`config.mk`:
```
export PLATFORM = sky130hd
export DESIGN_NAME = bus_arbiter
export DESIGN_NICKNAME = d
export VERILOG_FILES = /design/src/common/axi_pkg.sv /design/src/common/soc_map_pkg.sv /design/src/arbiter/bus_arbiter.sv
export SDC_FILE = /design/constraint.sdc
export NUM_CORES = 1
export LEC_CHECK = 0
export BUFFER_PORTS_ARGS = -buffer_cell sky130_fd_sc_hd__buf_2
export CORE_AREA = 2 2 222 224
export CTS_CLUSTER_SIZE = 30
export DETAILED_ROUTE_END_ITERATION = 10
export DIE_AREA = 0 0 224 226
export PLACE_DENSITY_LB_ADDON = 0.1
export SLEW_MARGIN = 0
export SYNTH_ARGS = -nofsm -noshare
export SYNTH_HDL_FRONTEND = slang
export SYNTH_SLANG_ARGS = --single-unit
```
`constraint.sdc`:
```
create_clock -name clk -period 1.6 [get_ports clk]
set_input_delay 0.24 -clock clk [delete_from_list [all_inputs] [get_ports clk]]
set_output_delay 0.24 -clock clk [all_outputs]
set_load 0.05 [all_outputs]
```
`src/common/axi_pkg.sv`:
```
package axi_pkg;

    // ~~~~~~~~~~~~~~~~~~~~
    // Bus widths
    // ~~~~~~~~~~~~~~~~~~~~
    localparam int ADDR_W = 32;
    localparam int DATA_W = 32;
    localparam int ID_W   = 4;
    localparam int STRB_W = DATA_W / 8;

    // ~~~~~~~~~~~~~~~~~~~~
    // Encodings
    // ~~~~~~~~~~~~~~~~~~~~
    localparam logic [1:0] RESP_OKAY   = 2'b00;
    localparam logic [1:0] RESP_SLVERR = 2'b10;

    localparam logic [1:0] BURST_FIXED = 2'b00;
    localparam logic [1:0] BURST_INCR  = 2'b01;

    // ~~~~~~~~~~~~~~~~~~~~
    // Channel payloads
    // ~~~~~~~~~~~~~~~~~~~~
    typedef struct packed {
        logic [ADDR_W-1:0] addr;
        logic [ID_W-1:0]   id;
        logic [7:0]        len;   // Beats minus one
        logic [2:0]        size;
        logic [1:0]        burst;
    } axi_ar_t;

    typedef struct packed {
        logic [ADDR_W-1:0] addr;
        logic [ID_W-1:0]   id;
        logic [7:0]        len;
        logic [2:0]        size;
        logic [1:0]        burst;
    } axi_aw_t;

    typedef struct packed {
        logic [DATA_W-1:0] data;
        logic [STRB_W-1:0] strb;
        logic              last;
    } axi_w_t;

    typedef struct packed {
        logic [DATA_W-1:0] data;
        logic [1:0]        resp;
        logic              last;
        logic [ID_W-1:0]   id;
    } axi_r_t;

    typedef struct packed {
        logic [1:0]      resp;
        logic [ID_W-1:0] id;
    } axi_b_t;

endpackage

```
`src/common/soc_map_pkg.sv`:
```
package soc_map_pkg;

    // ~~~~~~~~~~~~~~~~~~~~
    // Address map
    // ~~~~~~~~~~~~~~~~~~~~
    localparam logic [15:0] CLINT_BASE_HI = 16'h0200;  // 0x0200_0000 to 0x0200_FFFF
    localparam logic [15:0] MTIME_LO_OFS  = 16'hBFF8;
    localparam logic [15:0] MTIME_HI_OFS  = 16'hBFFC;

    localparam int MEM_WORDS = 1024;
    localparam int MEM_IDX_W = $clog2(MEM_WORDS);

    // ~~~~~~~~~~~~~~~~~~~~
    // Timer count
    // ~~~~~~~~~~~~~~~~~~~~
    typedef struct packed {
        logic [31:0] hi;
        logic [31:0] lo;
    } mtime_words_t;

    // Counted as one word, read back as two halves
    typedef union packed {
        logic [63:0]  count;
        mtime_words_t words;
    } mtime_u;

endpackage

```
`src/arbiter/bus_arbiter.sv`:
```
module bus_arbiter (
    input  logic             clk,
    input  logic             rst,

    input  axi_pkg::axi_ar_t ifu_ar,
    input  logic             ifu_arvalid,
    output logic             ifu_arready,
    output axi_pkg::axi_r_t  ifu_r,
    output logic             ifu_rvalid,
    input  logic             ifu_rready,

    input  axi_pkg::axi_aw_t lsu_aw,
    input  logic             lsu_awvalid,
    output logic             lsu_awready,
    input  axi_pkg::axi_w_t  lsu_w,
    input  logic             lsu_wvalid,
    output logic             lsu_wready,
    output axi_pkg::axi_b_t  lsu_b,
    output logic             lsu_bvalid,
    input  logic             lsu_bready,
    input  axi_pkg::axi_ar_t lsu_ar,
    input  logic             lsu_arvalid,
    output logic             lsu_arready,
    output axi_pkg::axi_r_t  lsu_r,
    output logic             lsu_rvalid,
    input  logic             lsu_rready,

    output axi_pkg::axi_aw_t mem_aw,
    output logic             mem_awvalid,
    input  logic             mem_awready,
    output axi_pkg::axi_w_t  mem_w,
    output logic             mem_wvalid,
    input  logic             mem_wready,
    input  axi_pkg::axi_b_t  mem_b,
    input  logic             mem_bvalid,
    output logic             mem_bready,
    output axi_pkg::axi_ar_t mem_ar,
    output logic             mem_arvalid,
    input  logic             mem_arready,
    input  axi_pkg::axi_r_t  mem_r,
    input  logic             mem_rvalid,
    output logic             mem_rready,

    output axi_pkg::axi_ar_t clint_ar,
    output logic             clint_arvalid,
    input  logic             clint_arready,
    input  axi_pkg::axi_r_t  clint_r,
    input  logic             clint_rvalid,
    output logic             clint_rready
);
    import soc_map_pkg::*;

    typedef enum logic [1:0] {
        IDLE,
        GNT_IFU,
        GNT_LSU
    } grant_e;

    grant_e grant;
    grant_e grant_next;
    logic   is_clint;
    logic   ifu_done;
    logic   lsu_done;

    always_ff @(posedge clk or posedge rst) begin
        if (rst) begin
            grant    <= IDLE;
            is_clint <= 1'b0;
        end else begin
            grant <= grant_next;
            if (grant == IDLE) begin
                is_clint <= lsu_arvalid && (lsu_ar.addr[31:16] == CLINT_BASE_HI);
            end
        end
    end

    assign ifu_done = mem_rvalid && ifu_rready && mem_r.last;
    assign lsu_done = is_clint ? (clint_rvalid && lsu_rready)
                               : ((mem_rvalid && lsu_rready && mem_r.last) ||
                                  (mem_bvalid && lsu_bready));

    always_comb begin
        grant_next = grant;
        case (grant)
            IDLE: begin
                if (lsu_arvalid || lsu_awvalid) begin
                    grant_next = GNT_LSU;  // Data side first
                end else if (ifu_arvalid) begin
                    grant_next = GNT_IFU;
                end
            end
            GNT_IFU: begin
                if (ifu_done) begin
                    grant_next = IDLE;
                end
            end
            GNT_LSU: begin
                if (lsu_done) begin
                    grant_next = IDLE;
                end
            end
            default: grant_next = IDLE;
        endcase
    end

    // ~~~~~~~~~~~~~~~~~~~~
    // Channel steering
    // ~~~~~~~~~~~~~~~~~~~~
    always_comb begin
        ifu_arready   = 1'b0;
        ifu_r         = '0;
        ifu_rvalid    = 1'b0;
        lsu_awready   = 1'b0;
        lsu_wready    = 1'b0;
        lsu_b         = '0;
        lsu_bvalid    = 1'b0;
        lsu_arready   = 1'b0;
        lsu_r         = '0;
        lsu_rvalid    = 1'b0;
        mem_aw        = '0;
        mem_awvalid   = 1'b0;
        mem_w         = '0;
        mem_wvalid    = 1'b0;
        mem_bready    = 1'b0;
        mem_ar        = '0;
        mem_arvalid   = 1'b0;
        mem_rready    = 1'b0;
        clint_ar      = '0;
        clint_arvalid = 1'b0;
        clint_rready  = 1'b0;
        case (grant)
            GNT_IFU: begin
                mem_ar      = ifu_ar;
                mem_arvalid = ifu_arvalid;
                ifu_arready = mem_arready;
                ifu_r       = mem_r;
                ifu_rvalid  = mem_rvalid;
                mem_rready  = ifu_rready;
            end
            GNT_LSU: begin
                mem_aw      = lsu_aw;  // Writes always land in memory
                mem_awvalid = lsu_awvalid;
                lsu_awready = mem_awready;
                mem_w       = lsu_w;
                mem_wvalid  = lsu_wvalid;
                lsu_wready  = mem_wready;
                lsu_b       = mem_b;
                lsu_bvalid  = mem_bvalid;
                mem_bready  = lsu_bready;
                if (is_clint) begin
                    clint_ar      = lsu_ar;
                    clint_arvalid = lsu_arvalid;
                    lsu_arready   = clint_arready;
                    lsu_r         = clint_r;
                    lsu_rvalid    = clint_rvalid;
                    clint_rready  = lsu_rready;
                end else begin
                    mem_ar      = lsu_ar;
                    mem_arvalid = lsu_arvalid;
                    lsu_arready = mem_arready;
                    lsu_r       = mem_r;
                    lsu_rvalid  = mem_rvalid;
                    mem_rready  = lsu_rready;
                end
            end
            default: begin
            end
        endcase
    end

endmodule

```
==> impl_metrics.csv <==
group,metric,value,unit
outcome,outcome,"finished, violations left",
outcome,violations,"negative setup slack",
worst_setup_path,critPathBufInv,4,
timing,fin_crit_sh,122.2,%
worst_setup_path,cp.arrival,1720,ps
synth,synth_fp_nets,744,
power,power_frac_seq,0.6,%
worst_setup_path,path_delay_family,"buffers and inverters",
timing,tightest_slew,457.9,ps
routing,finalWirelength,28120,microns
finish,fill_cells,5298,
power,power,18780,uW
placement,hpwl,22670,microns
placement,place.port_buffers,565,
timing,hold_slack,374.7,ps
floorplan,die_w,224,microns
routing,routedWlPerCell,16.94,microns
floorplan,dieArea,0.05062,sq mm
finish,fin_nets,1324,
clock_network,cts_tree,"yes",
routing,vias,5645,
clock_network,clk_pin_slew,30,ps
timing,final-hold-violation-count,0,
hold_path,hp-start,"ifu_arvalid",
floorplan,io_pins,566,
synth,synth_area,0.003075,sq mm
power,power.net_switching,10120,uW
routing,drc,0,
hold_path,worst_hold_path.num_cells,3,
worst_setup_path,path_class,"reg -> out",
timing,relSlewSlack,69.19,%
floorplan,rows,81,
worst_setup_path,crit_chain,"buf_6 -> ha_4 -> nor2b_4 -> buf_4 -> buf_4 -> a22oi_2 -> nor2b_4 -> buf_12",
finish,layout_commonest_cell,"buf_2",
worst_setup_path,critPathMaxStageDelay,380,ps
worst_setup_path,critPathRequiredTime,1360,ps
power,ir_drop,0.6126,mV
clock_network,clockRootBuffer,"clkbuf_16",
clock_network,cts_max_path_buffers,2,
routing,viasPerCell,3.401,
power,p_int,8661,uW
worst_setup_path,crit_cells,8,
timing,period_minus_slack,1956,ps
finish,syn2layout_area_growth,254.0,%
synth,ys_warn_count,0,
timing,max_freq,511.3,MHz
synth,synth-seq-cells,3,
hold_path,min_to,"grant[0]$_DFFE_PP0P_",
global_routing,grt_pass1_wl,38130,microns
synth,syn_area_per_cell,6.730,sq um
floorplan,die_h,226,microns
clock_network,cts.sinks,3,
power,power_density,1725,mW/mm^2
global_routing,overflow,0,
placement,dpl_worst_slack,-327.3,ps
global_routing,antenna_found_initial,4,
clock_network,clk_latency,230,ps
routing,drt_iter0_markers,88,
timing,skew,2.503,ps
global_routing,grt_usage,10.00,%
worst_setup_path,r2r-end,"grant[1]$_DFFE_PP0P_",
floorplan,core-area,0.04834,sq mm
timing,final-setup-viol-count,282,
worst_setup_path,cp_max_fo,4,
job,max_cap_viol_count,0,
power,p_leak,0.005025,uW
finish,final_cell_mix,"buf_2, buf_4, and2_4",
power,p_sw_share,53.89,%
worst_setup_path,end_kind,"output port",
floorplan,start_util,6.362,%
timing,rsz0062_at_grt,"true",
synth,syn_inst,457,
power,comb_power_share,97.3,%
timing,finalWorstSetupSlack,-355.7,ps
clock_network,numCtsBuffers,3,
worst_setup_path,reg2reg_slack,10,ps
synth,ys_seq_area_share,2.441,%
routing,drtAntennaViolNets,0,
worst_setup_path,cp_slowest_cell,"dfrtp_1",
global_routing,grt_pass1_vias,5942,
timing,final_max_slew_viol_count,0,
worst_setup_path,r2r_start,"is_clint$_DFFE_PP0N_",
synth,yosysUniqueCellTypes,25,
placement,routabilityCongestion,0.7181,
power,p_clk_share,2.2,%
timing,setup_tns,-75360,ps
routing,first_pass_iters,4,
hold_path,hold_path.class,"in -> reg",
global_routing,grt_max_degree,37,
worst_setup_path,rr_worst_depth,5,
worst_setup_path,startpoint_type,"register",
clock_network,htree_levels,1,
finish,drive_gt1_share,93.92,%
[registers in the layout (all words and copies together), names as in the netlist]
signal and flops:
grant 2, is_clint 1
[synth_stat cells]
cell type  count  area [sq um]
a22oi_1       51         382.9
a31oi_1        2         12.51
and2_1       139         869.6
and3_1        51         319.1
buf_1          1         3.750
buf_2         14         70.07
buf_6          2         22.52
clkbuf_1      36         135.1
dfrtp_1        3         75.07
ha_1           3         37.54
inv_1          3         11.26
mux2_2         1         11.26
mux2i_1       42         420.4
nand2_1        3         11.26
nand3_1        1         5.000
nand3_2        1         10.01
nand4_1        1         6.260
nand4b_1       1         8.760
nor2_1         1         3.750
nor2b_1       94         588.1
nor4_1         3         18.77
nor4b_1        1         8.760
o2111ai_4      1         26.28
o211ai_2       1         12.51
o21ai_0        1         5.000
[repair_timing]
| action | CTS | global route |
|---|---|---|
| pin swaps | 1 | 2 |
| buffers inserted | 6 | 1 |
| cloned | 6 | 2 |
| endpoints found under the hold margin | 3 | 0 |
| hold buffers | 1 | 0 |
| gates resized for setup | 425 | 111 |
| setup endpoints to repair | 284 | 285 |
[stage by stage]
| stage | instances | area, sq um | utilization, % |
|---|---|---|---|
| floorplan | 457 | 4298 | - |
| finish | 1660 | 10890 | 22.52 |
| CTS | 1655 | 10400 | 21.51 |
| global route | 1660 | 10890 | 22.52 |
| global placement | 1638 | 8711 | 18.02 |
| detailed placement | 1638 | 8711 | 18.02 |
[worst max-delay path by stage]
stage | end | startpoint
2_1_floorplan | lsu_arready | grant[0]$_DFFE_PP0P_
3_3_place_gp | lsu_r[12] | grant[0]$_DFFE_PP0P_
3_5_place_dp | lsu_r[37] | grant[0]$_DFFE_PP0P_
4_1_cts | mem_ar[20] | grant[1]$_DFFE_PP0P_
5_1_grt | mem_ar[8] | grant[0]$_DFFE_PP0P_
6_report | mem_rready | grant[1]$_DFFE_PP0P_
[kinds of logic after synthesis]
kind of cell / synth area share [%]
adder cells (fa/ha/maj): 1.221
AO/OA/AOI/OAI: 14.28
flip-flops: 2.441
multiplexers: 14.04
buffers and inverters: 7.893
AND/OR/NAND/NOR: 60.13
[power groups by stage]
stage | sequential, uW | combinational [uW] | clock [uW]
after floorplan | 108 | 10600 | 0
after global placement | 108 | 14800 | 0
after detailed placement | 108 | 14600 | 0
after CTS | 112 | 17700 | 408
after global routing | 114 | 19100 | 418
final | 112 | 18300 | 405
[worst min-delay path, cell delays in order]
cell and delay, ps:
buf_2 130, a31oi_1 130, a31oi_1 50
[layer usage]
metal	wire [microns]	part of all wire [%]	GRT usage, %	vias to the layer above
li1	-	-	-	2709
met1	9758	35	10.01	2648
met2	16030	57	20.80	272
met3	2078	7.4	2.628	12
met4	233	0.83	1.204	4
met5	21	0.075	0	-
[area by class of cell]
type	count	area (sq um)	area share (%)
Antenna cell	2	5.005	0.04597
Timing Repair Buffer	628	5679	52.17
Clock buffer	4	78.83	0.7241
Sequential cell	3	78.83	0.7241
Tap cell	622	778.2	7.149
Multi-Input combinational cell	398	4255	39.09
Inverter	3	11.26	0.1034
Power figures use the tool's default switching activity.
