[src/common/axi_pkg.sv]
package axi_pkg;

    // ~~~~~~~~~~~~~~~~~~~~
    // Bus widths
    // ~~~~~~~~~~~~~~~~~~~~
    localparam int ADDR_W = 32;
    localparam int DATA_W = 32;
    localparam int ID_W   = 4;
    localparam int STRB_W = DATA_W / 8;

    // ~~~~~~~~~~~~~~~~~~~~
    // Encodings
    // ~~~~~~~~~~~~~~~~~~~~
    localparam logic [1:0] RESP_OKAY   = 2'b00;
    localparam logic [1:0] RESP_SLVERR = 2'b10;

    localparam logic [1:0] BURST_FIXED = 2'b00;
    localparam logic [1:0] BURST_INCR  = 2'b01;

    // ~~~~~~~~~~~~~~~~~~~~
    // Channel payloads
    // ~~~~~~~~~~~~~~~~~~~~
    typedef struct packed {
        logic [ADDR_W-1:0] addr;
        logic [ID_W-1:0]   id;
        logic [7:0]        len;   // Beats minus one
        logic [2:0]        size;
        logic [1:0]        burst;
    } axi_ar_t;

    typedef struct packed {
        logic [ADDR_W-1:0] addr;
        logic [ID_W-1:0]   id;
        logic [7:0]        len;
        logic [2:0]        size;
        logic [1:0]        burst;
    } axi_aw_t;

    typedef struct packed {
        logic [DATA_W-1:0] data;
        logic [STRB_W-1:0] strb;
        logic              last;
    } axi_w_t;

    typedef struct packed {
        logic [DATA_W-1:0] data;
        logic [1:0]        resp;
        logic              last;
        logic [ID_W-1:0]   id;
    } axi_r_t;

    typedef struct packed {
        logic [1:0]      resp;
        logic [ID_W-1:0] id;
    } axi_b_t;

endpackage

[src/common/soc_map_pkg.sv]
package soc_map_pkg;

    // ~~~~~~~~~~~~~~~~~~~~
    // Address map
    // ~~~~~~~~~~~~~~~~~~~~
    localparam logic [15:0] CLINT_BASE_HI = 16'h0200;  // 0x0200_0000 to 0x0200_FFFF
    localparam logic [15:0] MTIME_LO_OFS  = 16'hBFF8;
    localparam logic [15:0] MTIME_HI_OFS  = 16'hBFFC;

    localparam int MEM_WORDS = 1024;
    localparam int MEM_IDX_W = $clog2(MEM_WORDS);

    // ~~~~~~~~~~~~~~~~~~~~
    // Timer count
    // ~~~~~~~~~~~~~~~~~~~~
    typedef struct packed {
        logic [31:0] hi;
        logic [31:0] lo;
    } mtime_words_t;

    // Counted as one word, read back as two halves
    typedef union packed {
        logic [63:0]  count;
        mtime_words_t words;
    } mtime_u;

endpackage

[src/clint/clint_timer.sv]
module clint_timer (
    input  logic             clk,
    input  logic             rst,
    input  axi_pkg::axi_ar_t ar,
    input  logic             arvalid,
    output logic             arready,
    output axi_pkg::axi_r_t  r,
    output logic             rvalid,
    input  logic             rready
);
    import axi_pkg::*;
    import soc_map_pkg::*;

    mtime_u mtime;
    logic   ar_fire;

    assign arready = !rvalid;  // One read at a time
    assign ar_fire = arvalid && arready;

    // ~~~~~~~~~~~~~~~~~~~~
    // Counter and handshake
    // ~~~~~~~~~~~~~~~~~~~~
    always_ff @(posedge clk or posedge rst) begin
        if (rst) begin
            mtime.count <= '0;
            rvalid      <= 1'b0;
        end else begin
            mtime.count <= mtime.count + 64'd1;
            if (ar_fire) begin
                rvalid <= 1'b1;
            end else if (rready) begin
                rvalid <= 1'b0;
            end
        end
    end

    // ~~~~~~~~~~~~~~~~~~~~
    // Read data
    // ~~~~~~~~~~~~~~~~~~~~
    always_ff @(posedge clk) begin
        if (ar_fire) begin
            r.id   <= ar.id;
            r.last <= 1'b1;  // Always single beat
            case (ar.addr[15:0])
                MTIME_LO_OFS: begin
                    r.data <= mtime.words.lo;
                    r.resp <= RESP_OKAY;
                end
                MTIME_HI_OFS: begin
                    r.data <= mtime.words.hi;
                    r.resp <= RESP_OKAY;
                end
                default: begin
                    r.data <= '0;
                    r.resp <= RESP_SLVERR;  // Unmapped offset
                end
            endcase
        end
    end

endmodule

[config.mk]
export PLATFORM = sky130hd
export DESIGN_NAME = clint_timer
export DESIGN_NICKNAME = d
export VERILOG_FILES = /design/src/common/axi_pkg.sv /design/src/common/soc_map_pkg.sv /design/src/clint/clint_timer.sv
export SDC_FILE = /design/constraint.sdc
export NUM_CORES = 1
export LEC_CHECK = 0
export ABC_CLOCK_PERIOD_IN_PS = 3480
export BUFFER_PORTS_ARGS = -buffer_cell sky130_fd_sc_hd__buf_2
export CAP_MARGIN = 10
export CORE_MARGIN = 2
export CORE_UTILIZATION = 25
export CTS_CLUSTER_SIZE = 25
export DETAILED_ROUTE_END_ITERATION = 8
export PLACE_DENSITY_LB_ADDON = 0.08
export SETUP_SLACK_MARGIN = 0.2
export SLEW_MARGIN = 20
export SYNTH_ARGS = -nofsm -noshare
export SYNTH_HDL_FRONTEND = slang
export SYNTH_SLANG_ARGS = --single-unit
[constraint.sdc]
create_clock -name clk -period 3.48 [get_ports clk]
set_clock_uncertainty 0.2 [all_clocks]
set_input_delay 0.174 -clock clk [delete_from_list [all_inputs] [get_ports clk]]
set_output_delay 0.174 -clock clk [all_outputs]
set_load 0.05 [all_outputs]
==> results of run 1 <==
==> sequential cells by signal, indices dropped and copies added, names as in the netlist <==
signal	cells
r	37
mtime	64
rvalid	1
==> cells by family after synthesis <==
family | count (synthesis)
AO/OA/AOI/OAI | 1
XOR/XNOR | 62
adder cells (fa/ha/maj) | 1
buffers and inverters | 24
flip-flops | 102
multiplexers | 32
other | 2
AND/OR/NAND/NOR | 167
==> power by group through the flow <==
stage	Sequential [mW]	Clock, mW	Combinational (mW)
floorplan	1.41	0	0.0559
global placement	1.31	0	0.216
detailed placement	1.31	0	0.217
CTS	1.28	1.00	0.222
global route	1.29	1.06	0.230
finish	1.28	0.962	0.217
==> cell usage in the layout (no fill, tap or decap), types with 4 or more instances in the layout <==
cell	instances
nand4_1	20
nor3_1	13
mux2i_1	32
inv_1	10
dfrtp_1	65
xor2_1	28
buf_4	14
nor4_2	5
and3_1	8
dlygate4sd3_1	6
nand3_1	30
nor4_1	9
clkbuf_16	9
xnor2_1	34
buf_2	62
nor2_1	46
edfxtp_1	37
or4_1	4
nand2_1	21
==> critical path, stage by stage, from the launching register on <==
cell and delay [ns]:
dfrtp_1 0.46, nand4_1 0.29, or4_1 0.64, or4_1 0.73
nor4_2 0.32, xor2_1 0.17
==> area by class of cell <==
class	instances	area, µm²	share of cell area (%)
Multi-Input combinational cell	265	1790	31.9
Tap cell	229	287	5.11
Inverter	12	45.0	0.803
Sequential cell	102	2740	48.8
Timing Repair Buffer	82	475	8.48
Clock buffer	14	264	4.71
Clock inverter	2	8.76	0.156
==> stage by stage <==
| step | cell area [µm²] | setup WS [ns] | total power [mW] | hold WS (ns) |
|---|---|---|---|---|
| detailed placement | 5270 | 0.585 | 1.53 | 0.00642 |
| finish | 5610 | 0.597 | 2.46 | 0.144 |
| global placement | 5270 | 0.649 | 1.52 | 0.00952 |
| CTS | 5610 | 0.548 | 2.51 | 0.147 |
| global route | 5610 | 0.389 | 2.57 | 0.162 |
| floorplan | 4620 | 0.525 | 1.47 | 0.0594 |
==> routing by layer <==
layer  vias up  wire [µm]  global-route usage (%)
li1       1544          -                       -
met1      1538       5410                    16.6
met2        49       5100                    18.6
met3        12        365                    2.22
met4         0        221                    5.37
met5         -          0                       0
==> worst paths after layout <==
kind	from	end	slack (ns)	cells past startpoint
max	mtime[12]	mtime[56]	0.60	5
min	arvalid	r[0]	0.14	2
max reg2reg	mtime[12]	mtime[56]	0.60	5
min reg2reg	mtime[63]	mtime[63]	0.27	1
max in group asynchronous	rst	mtime[33]	2.13	4
min in group asynchronous	rst	mtime[18]	0.16	3
==> results_dict.tcl, run 1 <==
set metrics [dict create \
    final_max_slew_viol_count 0 \
    cts_max_path_buffers 2 \
    dp_hpwl_um 7830 \
    drc_errors 0 \
    synth_compound_area_share_pct 0.163 \
    yosysSeqAreaShare_pct 59.3 \
    synth_area_leaders "dfrtp_1 (35%), edfxtp_1 (24%), mux2i_1 (6.9%)" \
    muxShareOfSynthArea_pct 6.94 \
    p_leak_nw 2.38 \
    clk_latency_ns 0.35 \
    grt_pass1_vias 3266 \
    synth_top_family_by_area "simple AND/OR/NAND/NOR gates" \
    p_per_area_nw_per_um2 439 \
    final-instance-count-excl-fill 706 \
    synth-xor-area-share_pct 11.8 \
    dr.first_iter.drc_count 149 \
    syn_to_final_growth_pct 21.4 \
    synth.most_common_cell "dfrtp_1" \
    max_slew_margin_pct 32.8 \
    clk_pin_slew_ns 0.07 \
    drt-total-wl_um 11100 \
    sw_frac_of_total_pct 25.0 \
    finalHoldViolCount 0 \
    dieArea_um2 19600 \
    port_buffers 62 \
    dp.cells 684 \
    boundaryPins 94 \
    tightest_slew_ns 1.01 \
    antenna_found_initial 0 \
    vias_per_cell 4.45 \
    avgSynthCellArea_um2 11.8 \
    drive_gt1_share_pct 20.5 \
    crit_path_max_fanout 6 \
    final_nets 526 \
    h-tree-depth 3 \
    p_int_mw 1.85 \
    die_x_um 140 \
    grt_setup_unrepaired "no" \
    synth-seq-cells 102 \
    vias 3143 \
    outcome "finished, final reports clean" \
    gp_congestion 0.763 \
    cts_resized 0 \
    grt_first_pass_wirelength_um 18200 \
    start_util_pct 25.6 \
    cts_tree "yes" \
    clock_sinks 102 \
    min_period_over_period_pct 82.8 \
    synth_top_area_share_pct 35.2 \
    tns_ns 0 \
    worst_hold_path_type "primary input to flip-flop" \
    synth_area_um2 4620 \
    clockRootBuffer "clkbuf_16" \
    antenna_cells 0 \
    arrival_ns 2.96 \
    synthSimpleGateAreaFrac_pct 19.3 \
    post_cts_buffers 0 \
    overflow 0 \
    ant_nets 0 \
    final_core_util_pct 31.1 \
    dr.pass1.iters 4 \
    synth-edff-count 37 \
    async_reset_ff_share_pct 63.7 \
    cap_violations 0 \
    grtUsageTotal_pct 12.0 \
    crit_path_end_kind "flip-flop" \
    synthFlopType "dfrtp_1" \
    cts_made_buffers 9 \
    fp.dieH_um 140 \
    yosysWarnings 0 \
    hold_buffers 6 \
    yosys.cell_types.count 30 \
    crit_required_ns 3.56 \
    ir_drop_mv 0.219 \
    worstSetupPathType "flip-flop to flip-flop" \
    synthCells 391 \
    p_clk_share_pct 39.1 \
    synth.largest_area_cell "dfrtp_1" \
    fp-row-count 49 \
    grt_max_degree 34 \
    fillers 1871 \
    synth_adder_area_share_pct 0.271 \
    finalSetupViolations 0 \
    critPathLaunchType "flip-flop" \
    synth_common_cells "dfrtp_1 (65), nor2_1 (46), edfxtp_1 (37)" \
    fmax_mhz 347 \
    period_needed_ns 2.88 \
    coreArea_um2 18000 \
    syn_nets 445 \
    p_sw_mw 0.616 \
    p_seq_share_pct 52.2 \
    pwr-share-comb_pct 8.8 \
    wl_per_cell_um 15.7 \
]
Note: power is estimated with default switching activity, not from simulation.
==> run 2: changes to the inputs <==
- ABC_CLOCK_PERIOD_IN_PS: 3480 -> 2400
- clock period: 3.48 -> 2.4 ns (I/O delays scaled with it)
==> run 2 against run 1 <==
- power up 49%
- global-route usage up 0.77 points
- sequential power up 45%
- first-iteration DRC count down 6.7%
- combinational power up 45%
- via count up 8.7%
- flip-flop and latch count unchanged
- die area unchanged
- critical path depth unchanged
- design area up 14%
- clock power up 54%
==> results_dict.tcl, run 2 (synthesis gave the netlist of run 1 again) <==
set metrics [dict create \
    outcome "finished, final reports clean" \
    final_core_util_pct 35.5 \
    crit_required_ns 2.48 \
    critPathTopFamily "simple AND/OR/NAND/NOR gates" \
    clock_sinks 102 \
    clk_pin_slew_ns 0.07 \
    dieArea_um2 19600 \
    dp_hpwl_um 8430 \
    vias_per_cell 4.40 \
    fp.dieH_um 140 \
    reg_top3 "mtime (64), r (37), rvalid (1)" \
    r2r-end "mtime[60]" \
    crit_top_cell "or4_4" \
    worstSetupPathType "flip-flop to flip-flop" \
    ant_nets 0 \
    crit_path_max_fanout 6 \
    crit_slowest_cell "or4_4" \
    final_nets 597 \
    tightest_slew_ns 0.543 \
    startpoint "mtime[13]" \
    crit_buf_inv 0 \
    period_needed_ns 2.37 \
    clk_latency_ns 0.36 \
    antenna_cells 0 \
    worstSetupEndpoint "mtime[60]" \
    max_stage_delay_ns 0.64 \
    dr.first_iter.drc_count 139 \
    clockRootBuffer "clkbuf_16" \
    p_per_area_nw_per_um2 572 \
    p_leak_nw 2.98 \
    antenna_found_initial 0 \
    ir_drop_mv 0.312 \
    worst_hold_path_type "primary input to async pin" \
    largest_reg_flops 64 \
    cts_made_buffers 9 \
    wl_per_cell_um 15.2 \
    gp_congestion 0.792 \
    crit_cells 5 \
    grtUsageTotal_pct 12.8 \
    max_slew_margin_pct 63.8 \
    holdWs_ns 0.143 \
    coreArea_um2 18000 \
    cap_violations 0 \
    grt_pass1_vias 3718 \
    reg2reg_slack_ns 0.03 \
    drc_errors 0 \
    critPathLaunchType "flip-flop" \
    dr.pass1.iters 4 \
    final_cell_mix "buf_4 (80), dfrtp_1 (65), buf_2 (62)" \
    start_util_pct 25.6 \
    final_common_cell "buf_4" \
    finalSetupViolations 0 \
    min_period_over_period_pct 98.9 \
    grt_first_pass_wirelength_um 19500 \
    crit_chain "nand4_1 -> or4_4 -> or4_4 -> nor4_4 -> xor2_1" \
    grt_setup_unrepaired "yes" \
    h-tree-depth 3 \
    boundaryPins 94 \
    drive_gt1_share_pct 35.0 \
    crit_path_end_kind "flip-flop" \
    regMostFlops "mtime" \
    vias 3416 \
    port_buffers 62 \
    die_x_um 140 \
    drt-total-wl_um 11800 \
    finalHoldViolCount 0 \
    fmax_mhz 421 \
    arrival_ns 2.45 \
    syn_to_final_growth_pct 38.5 \
    fp-row-count 49 \
    cts_max_path_buffers 2 \
    rr_worst_depth 5 \
    overflow 0 \
    final_max_slew_viol_count 0 \
    grt_max_degree 39 \
    cts_tree "yes" \
    rr_startpoint "mtime[13]" \
]
==> run 2: cell count changes in the layout (fill, tap and decap cells not counted), sizes merged <==
cell      change
clkinvlp      +1
clkbuf        -2
buf          +71
bufinv        +1
==> run 2: area by class of cell <==
type | count | area (µm²)
clock buffer | 12 | 246
timing repair buffer | 153 | 1030
multi-input combinational | 265 | 2010
tap | 229 | 287
sequential | 102 | 2740
fill | 1849 | 11600
inverter | 12 | 45.0
clock inverter | 4 | 46.3
==> run 2: timing repair <==
item	CTS	global route
pin swaps	14	8
buffers inserted	6	6
hold endpoints to repair	27	0
endpoints found under the setup margin	25	27
gates resized for setup	15	19
hold buffers	6	0
==> run 2: through the flow <==
step | instance area [µm²] | power, mW | instances | setup slack [ns] | TNS, ns
3_3_place_gp | 5760 | 2.21 | 743 | 0.0109 | 0
5_1_grt | 6400 | 3.82 | 777 | -0.0320 | -0.0756
4_1_cts | 6240 | 3.73 | 771 | 0.0403 | 0
6_report | 6400 | 3.66 | 777 | 0.0266 | 0
2_1_floorplan | 4670 | 2.13 | 391 | -0.0358 | -0.109
3_5_place_dp | 5760 | 2.21 | 743 | -0.00472 | -0.00600
==> run 2: how the worst min path moves through the flow <==
stage | startpoint | to | slack (ns) | cells after the start
2_1_floorplan | rready | rvalid | 0.005 | 1
3_3_place_gp | rst | mtime[8] | 0.003 | 2
3_5_place_dp | rst | mtime[9] | -0.001 | 2
4_1_cts | rst | mtime[8] | 0.16 | 3
5_1_grt | rst | mtime[8] | 0.21 | 3
6_report | rst | mtime[10] | 0.14 | 3
==> run 2: routing by layer <==
metal	wire length [µm]	vias up	global-route usage, %
li1	-	1687	-
met1	5710	1668	17.0
met2	5560	48	20.7
met3	365	13	3.08
met4	178	0	4.42
met5	0	-	0
==> run 2: where the power goes <==
group / total [mW] / leakage [nW] / switching (mW) / internal, mW
sequential: 1.86 / 1.25 / 0.0103 / 1.85
clock: 1.48 / 0.140 / 0.650 / 0.833
combinational: 0.314 / 1.59 / 0.244 / 0.0691
==> run 2: tightest hold or removal path: cells and delay by family <==
kind                   cells  cell delay, ns
buffers and inverters      3            1.03
==> run 3: changes to the inputs <==
- GPL_TIMING_DRIVEN: default -> 0
==> run 3 against run 2 <==
- the flow now finishes with violations (negative setup slack)
- design area is 1.0% lower
- flip-flop and latch count stayed put
- power is 0.27% higher
- combinational power is 6% higher
- via count is 1.6% lower
- first-iteration DRC count is 27% higher
- critical path type unchanged
==> results_dict.tcl, run 3 (synthesis gave the netlist of run 1 again) <==
set metrics [dict create \
    regArea_um2 2750 \
    fillers 1874 \
    largest_reg_flops 64 \
    dp.cells 683 \
    outcome "finished, violations left" \
    gp_congestion 0.767 \
    finalSetupViolations 12 \
    grt_max_degree 49 \
    clock_sinks 102 \
    crit_path_end_kind "flip-flop" \
    p_leak_nw 2.84 \
    place_area_um2 5340 \
    ant_nets 0 \
    fp-row-count 49 \
    grt_setup_unrepaired "yes" \
    finalHoldViolCount 0 \
    ir_drop_mv 0.297 \
    wl_per_cell_um 16.4 \
    antenna_found_initial 0 \
    cap_violations 0 \
    rr_startpoint "mtime[0]" \
    clk_pin_slew_ns 0.07 \
    final_max_slew_viol_count 0 \
    crit_slowest_cell "or4_4" \
    total_power_mw 3.67 \
    overflow 0 \
    drt-total-wl_um 12400 \
    r2r-end "mtime[60]" \
    clk_latency_ns 0.35 \
    tns_ns -0.413 \
    boundaryPins 94 \
    start_util_pct 25.6 \
    worst_hold_path_type "primary input to async pin" \
    final_nets 577 \
    tightest_slew_ns 1.04 \
    coreArea_um2 18000 \
    cts_max_path_buffers 2 \
    period_needed_ns 2.47 \
    reg2reg_slack_ns -0.07 \
    crit_required_ns 2.47 \
    drive_gt1_share_pct 34.1 \
    final_common_cell "buf_2" \
    rr_worst_depth 7 \
    grt_first_pass_wirelength_um 20200 \
    critPathLaunchType "flip-flop" \
    max_slew_margin_pct 30.6 \
    dieArea_um2 19600 \
    dr.pass1.iters 4 \
    dp_hpwl_um 8320 \
    grtUsageTotal_pct 13.5 \
    multi_input_area_um2 2040 \
    vias 3361 \
    drc_errors 0 \
    crit_top_cell "or4_4" \
    reg_top3 "mtime (64), r (37), rvalid (1)" \
    fin_ws_ns -0.0656 \
    cts_tree "yes" \
    fp.dieH_um 140 \
    crit_chain "ha_4 -> inv_4 -> or4_4 -> or4_4 -> buf_12 -> nor4_4 -> xor2_1" \
    h-tree-depth 3 \
    cts_made_buffers 9 \
    crit_path_max_fanout 6 \
    die_x_um 140 \
    port_buffers 61 \
    syn_to_final_growth_pct 37.1 \
    antenna_cells 0 \
    final_cell_mix "buf_2 (61), dfrtp_1 (58), buf_4 (50)" \
    finalInstanceArea_um2 6330 \
    max_stage_delay_ns 0.55 \
    critPathTopFamily "simple AND/OR/NAND/NOR gates" \
    fmax_mhz 406 \
    regMostFlops "mtime" \
    dr.first_iter.drc_count 176 \
    violations "negative setup slack" \
    vias_per_cell 4.44 \
    crit_buf_inv 2 \
    grt_pass1_vias 3573 \
    min_period_over_period_pct 103 \
    final-instance-count-excl-fill 757 \
    worstSetupPathType "flip-flop to flip-flop" \
    clockRootBuffer "clkbuf_16" \
    p_per_area_nw_per_um2 580 \
    arrival_ns 2.54 \
]
## run 3: cell types whose count changed in the layout (fill, tap and decap cells not counted), sizes merged
| cell | before | now |
|---|---|---|
| buf | 147 | 121 |
| clkinvlp | 1 | 0 |
| bufinv | 1 | 0 |
| clkbuf | 12 | 20 |
## run 3: final cells by class
type / count / area share [%]
Sequential cell: 102 / 43.4
Clock buffer: 14 / 4.49
Multi-Input combinational cell: 265 / 32.2
Timing Repair Buffer: 121 / 13.3
Buffer: 12 / 1.11
Inverter: 12 / 0.791
Tap cell: 229 / 4.53
Clock inverter: 2 / 0.217
## run 3: metrics by stage
stage | hold WS (ns) | utilization, % | worst slack, ns
floorplan | 0.00540 | - | -0.0358
finish | 0.0463 | 35.1 | -0.0656
detailed placement | -0.108 | 29.6 | -0.674
global route | 0.0611 | 35.1 | -0.137
CTS | 0.0437 | 34.4 | -0.0971
global placement | 0.100 | 29.2 | -0.861
## run 3: where the power goes
| part | switching, mW | internal (mW) |
|---|---|---|
| logic | 0.251 | 0.0812 |
| registers | 0.0105 | 1.85 |
| clock network | 0.657 | 0.819 |
## run 3: worst register-to-register path: stages, from the launching register on
cell     delay (ns)
dfrtp_2        0.42
ha_4           0.17
inv_4          0.03
or4_4          0.55
or4_4          0.55
buf_12         0.17
nor4_4         0.14
xor2_1         0.17
## run 3: worst max-delay path by stage
stage          cells after the start   endpoint  slack, ns       from
3_3_place_gp                       6  mtime[58]      -0.86   mtime[0]
3_5_place_dp                       5  mtime[63]      -0.67  mtime[12]
6_report                           7  mtime[60]      -0.07   mtime[0]
2_1_floorplan                      7  mtime[60]      -0.04   mtime[0]
4_1_cts                            7  mtime[60]       -0.1   mtime[0]
5_1_grt                            7  mtime[56]      -0.14   mtime[0]
## run 3: repair_timing
action | CTS | global route
hold endpoints to repair | 70 | 0
hold buffers | 6 | 0
pin swaps | 22 | 19
gates resized for setup | 38 | 9
setup endpoints to repair | 45 | 33
setup buffers | 41 | 11
cloned | 0 | 0
## run 3: per-layer routing
layer / GRT usage [%] / vias up / share of wire (%)
met5: 0 / - / 0
met4: 3.84 / 0 / 1.2
met3: 2.97 / 10 / 3.5
met2: 22.1 / 51 / 49
met1: 18.0 / 1656 / 47
li1: - / 1644 / -
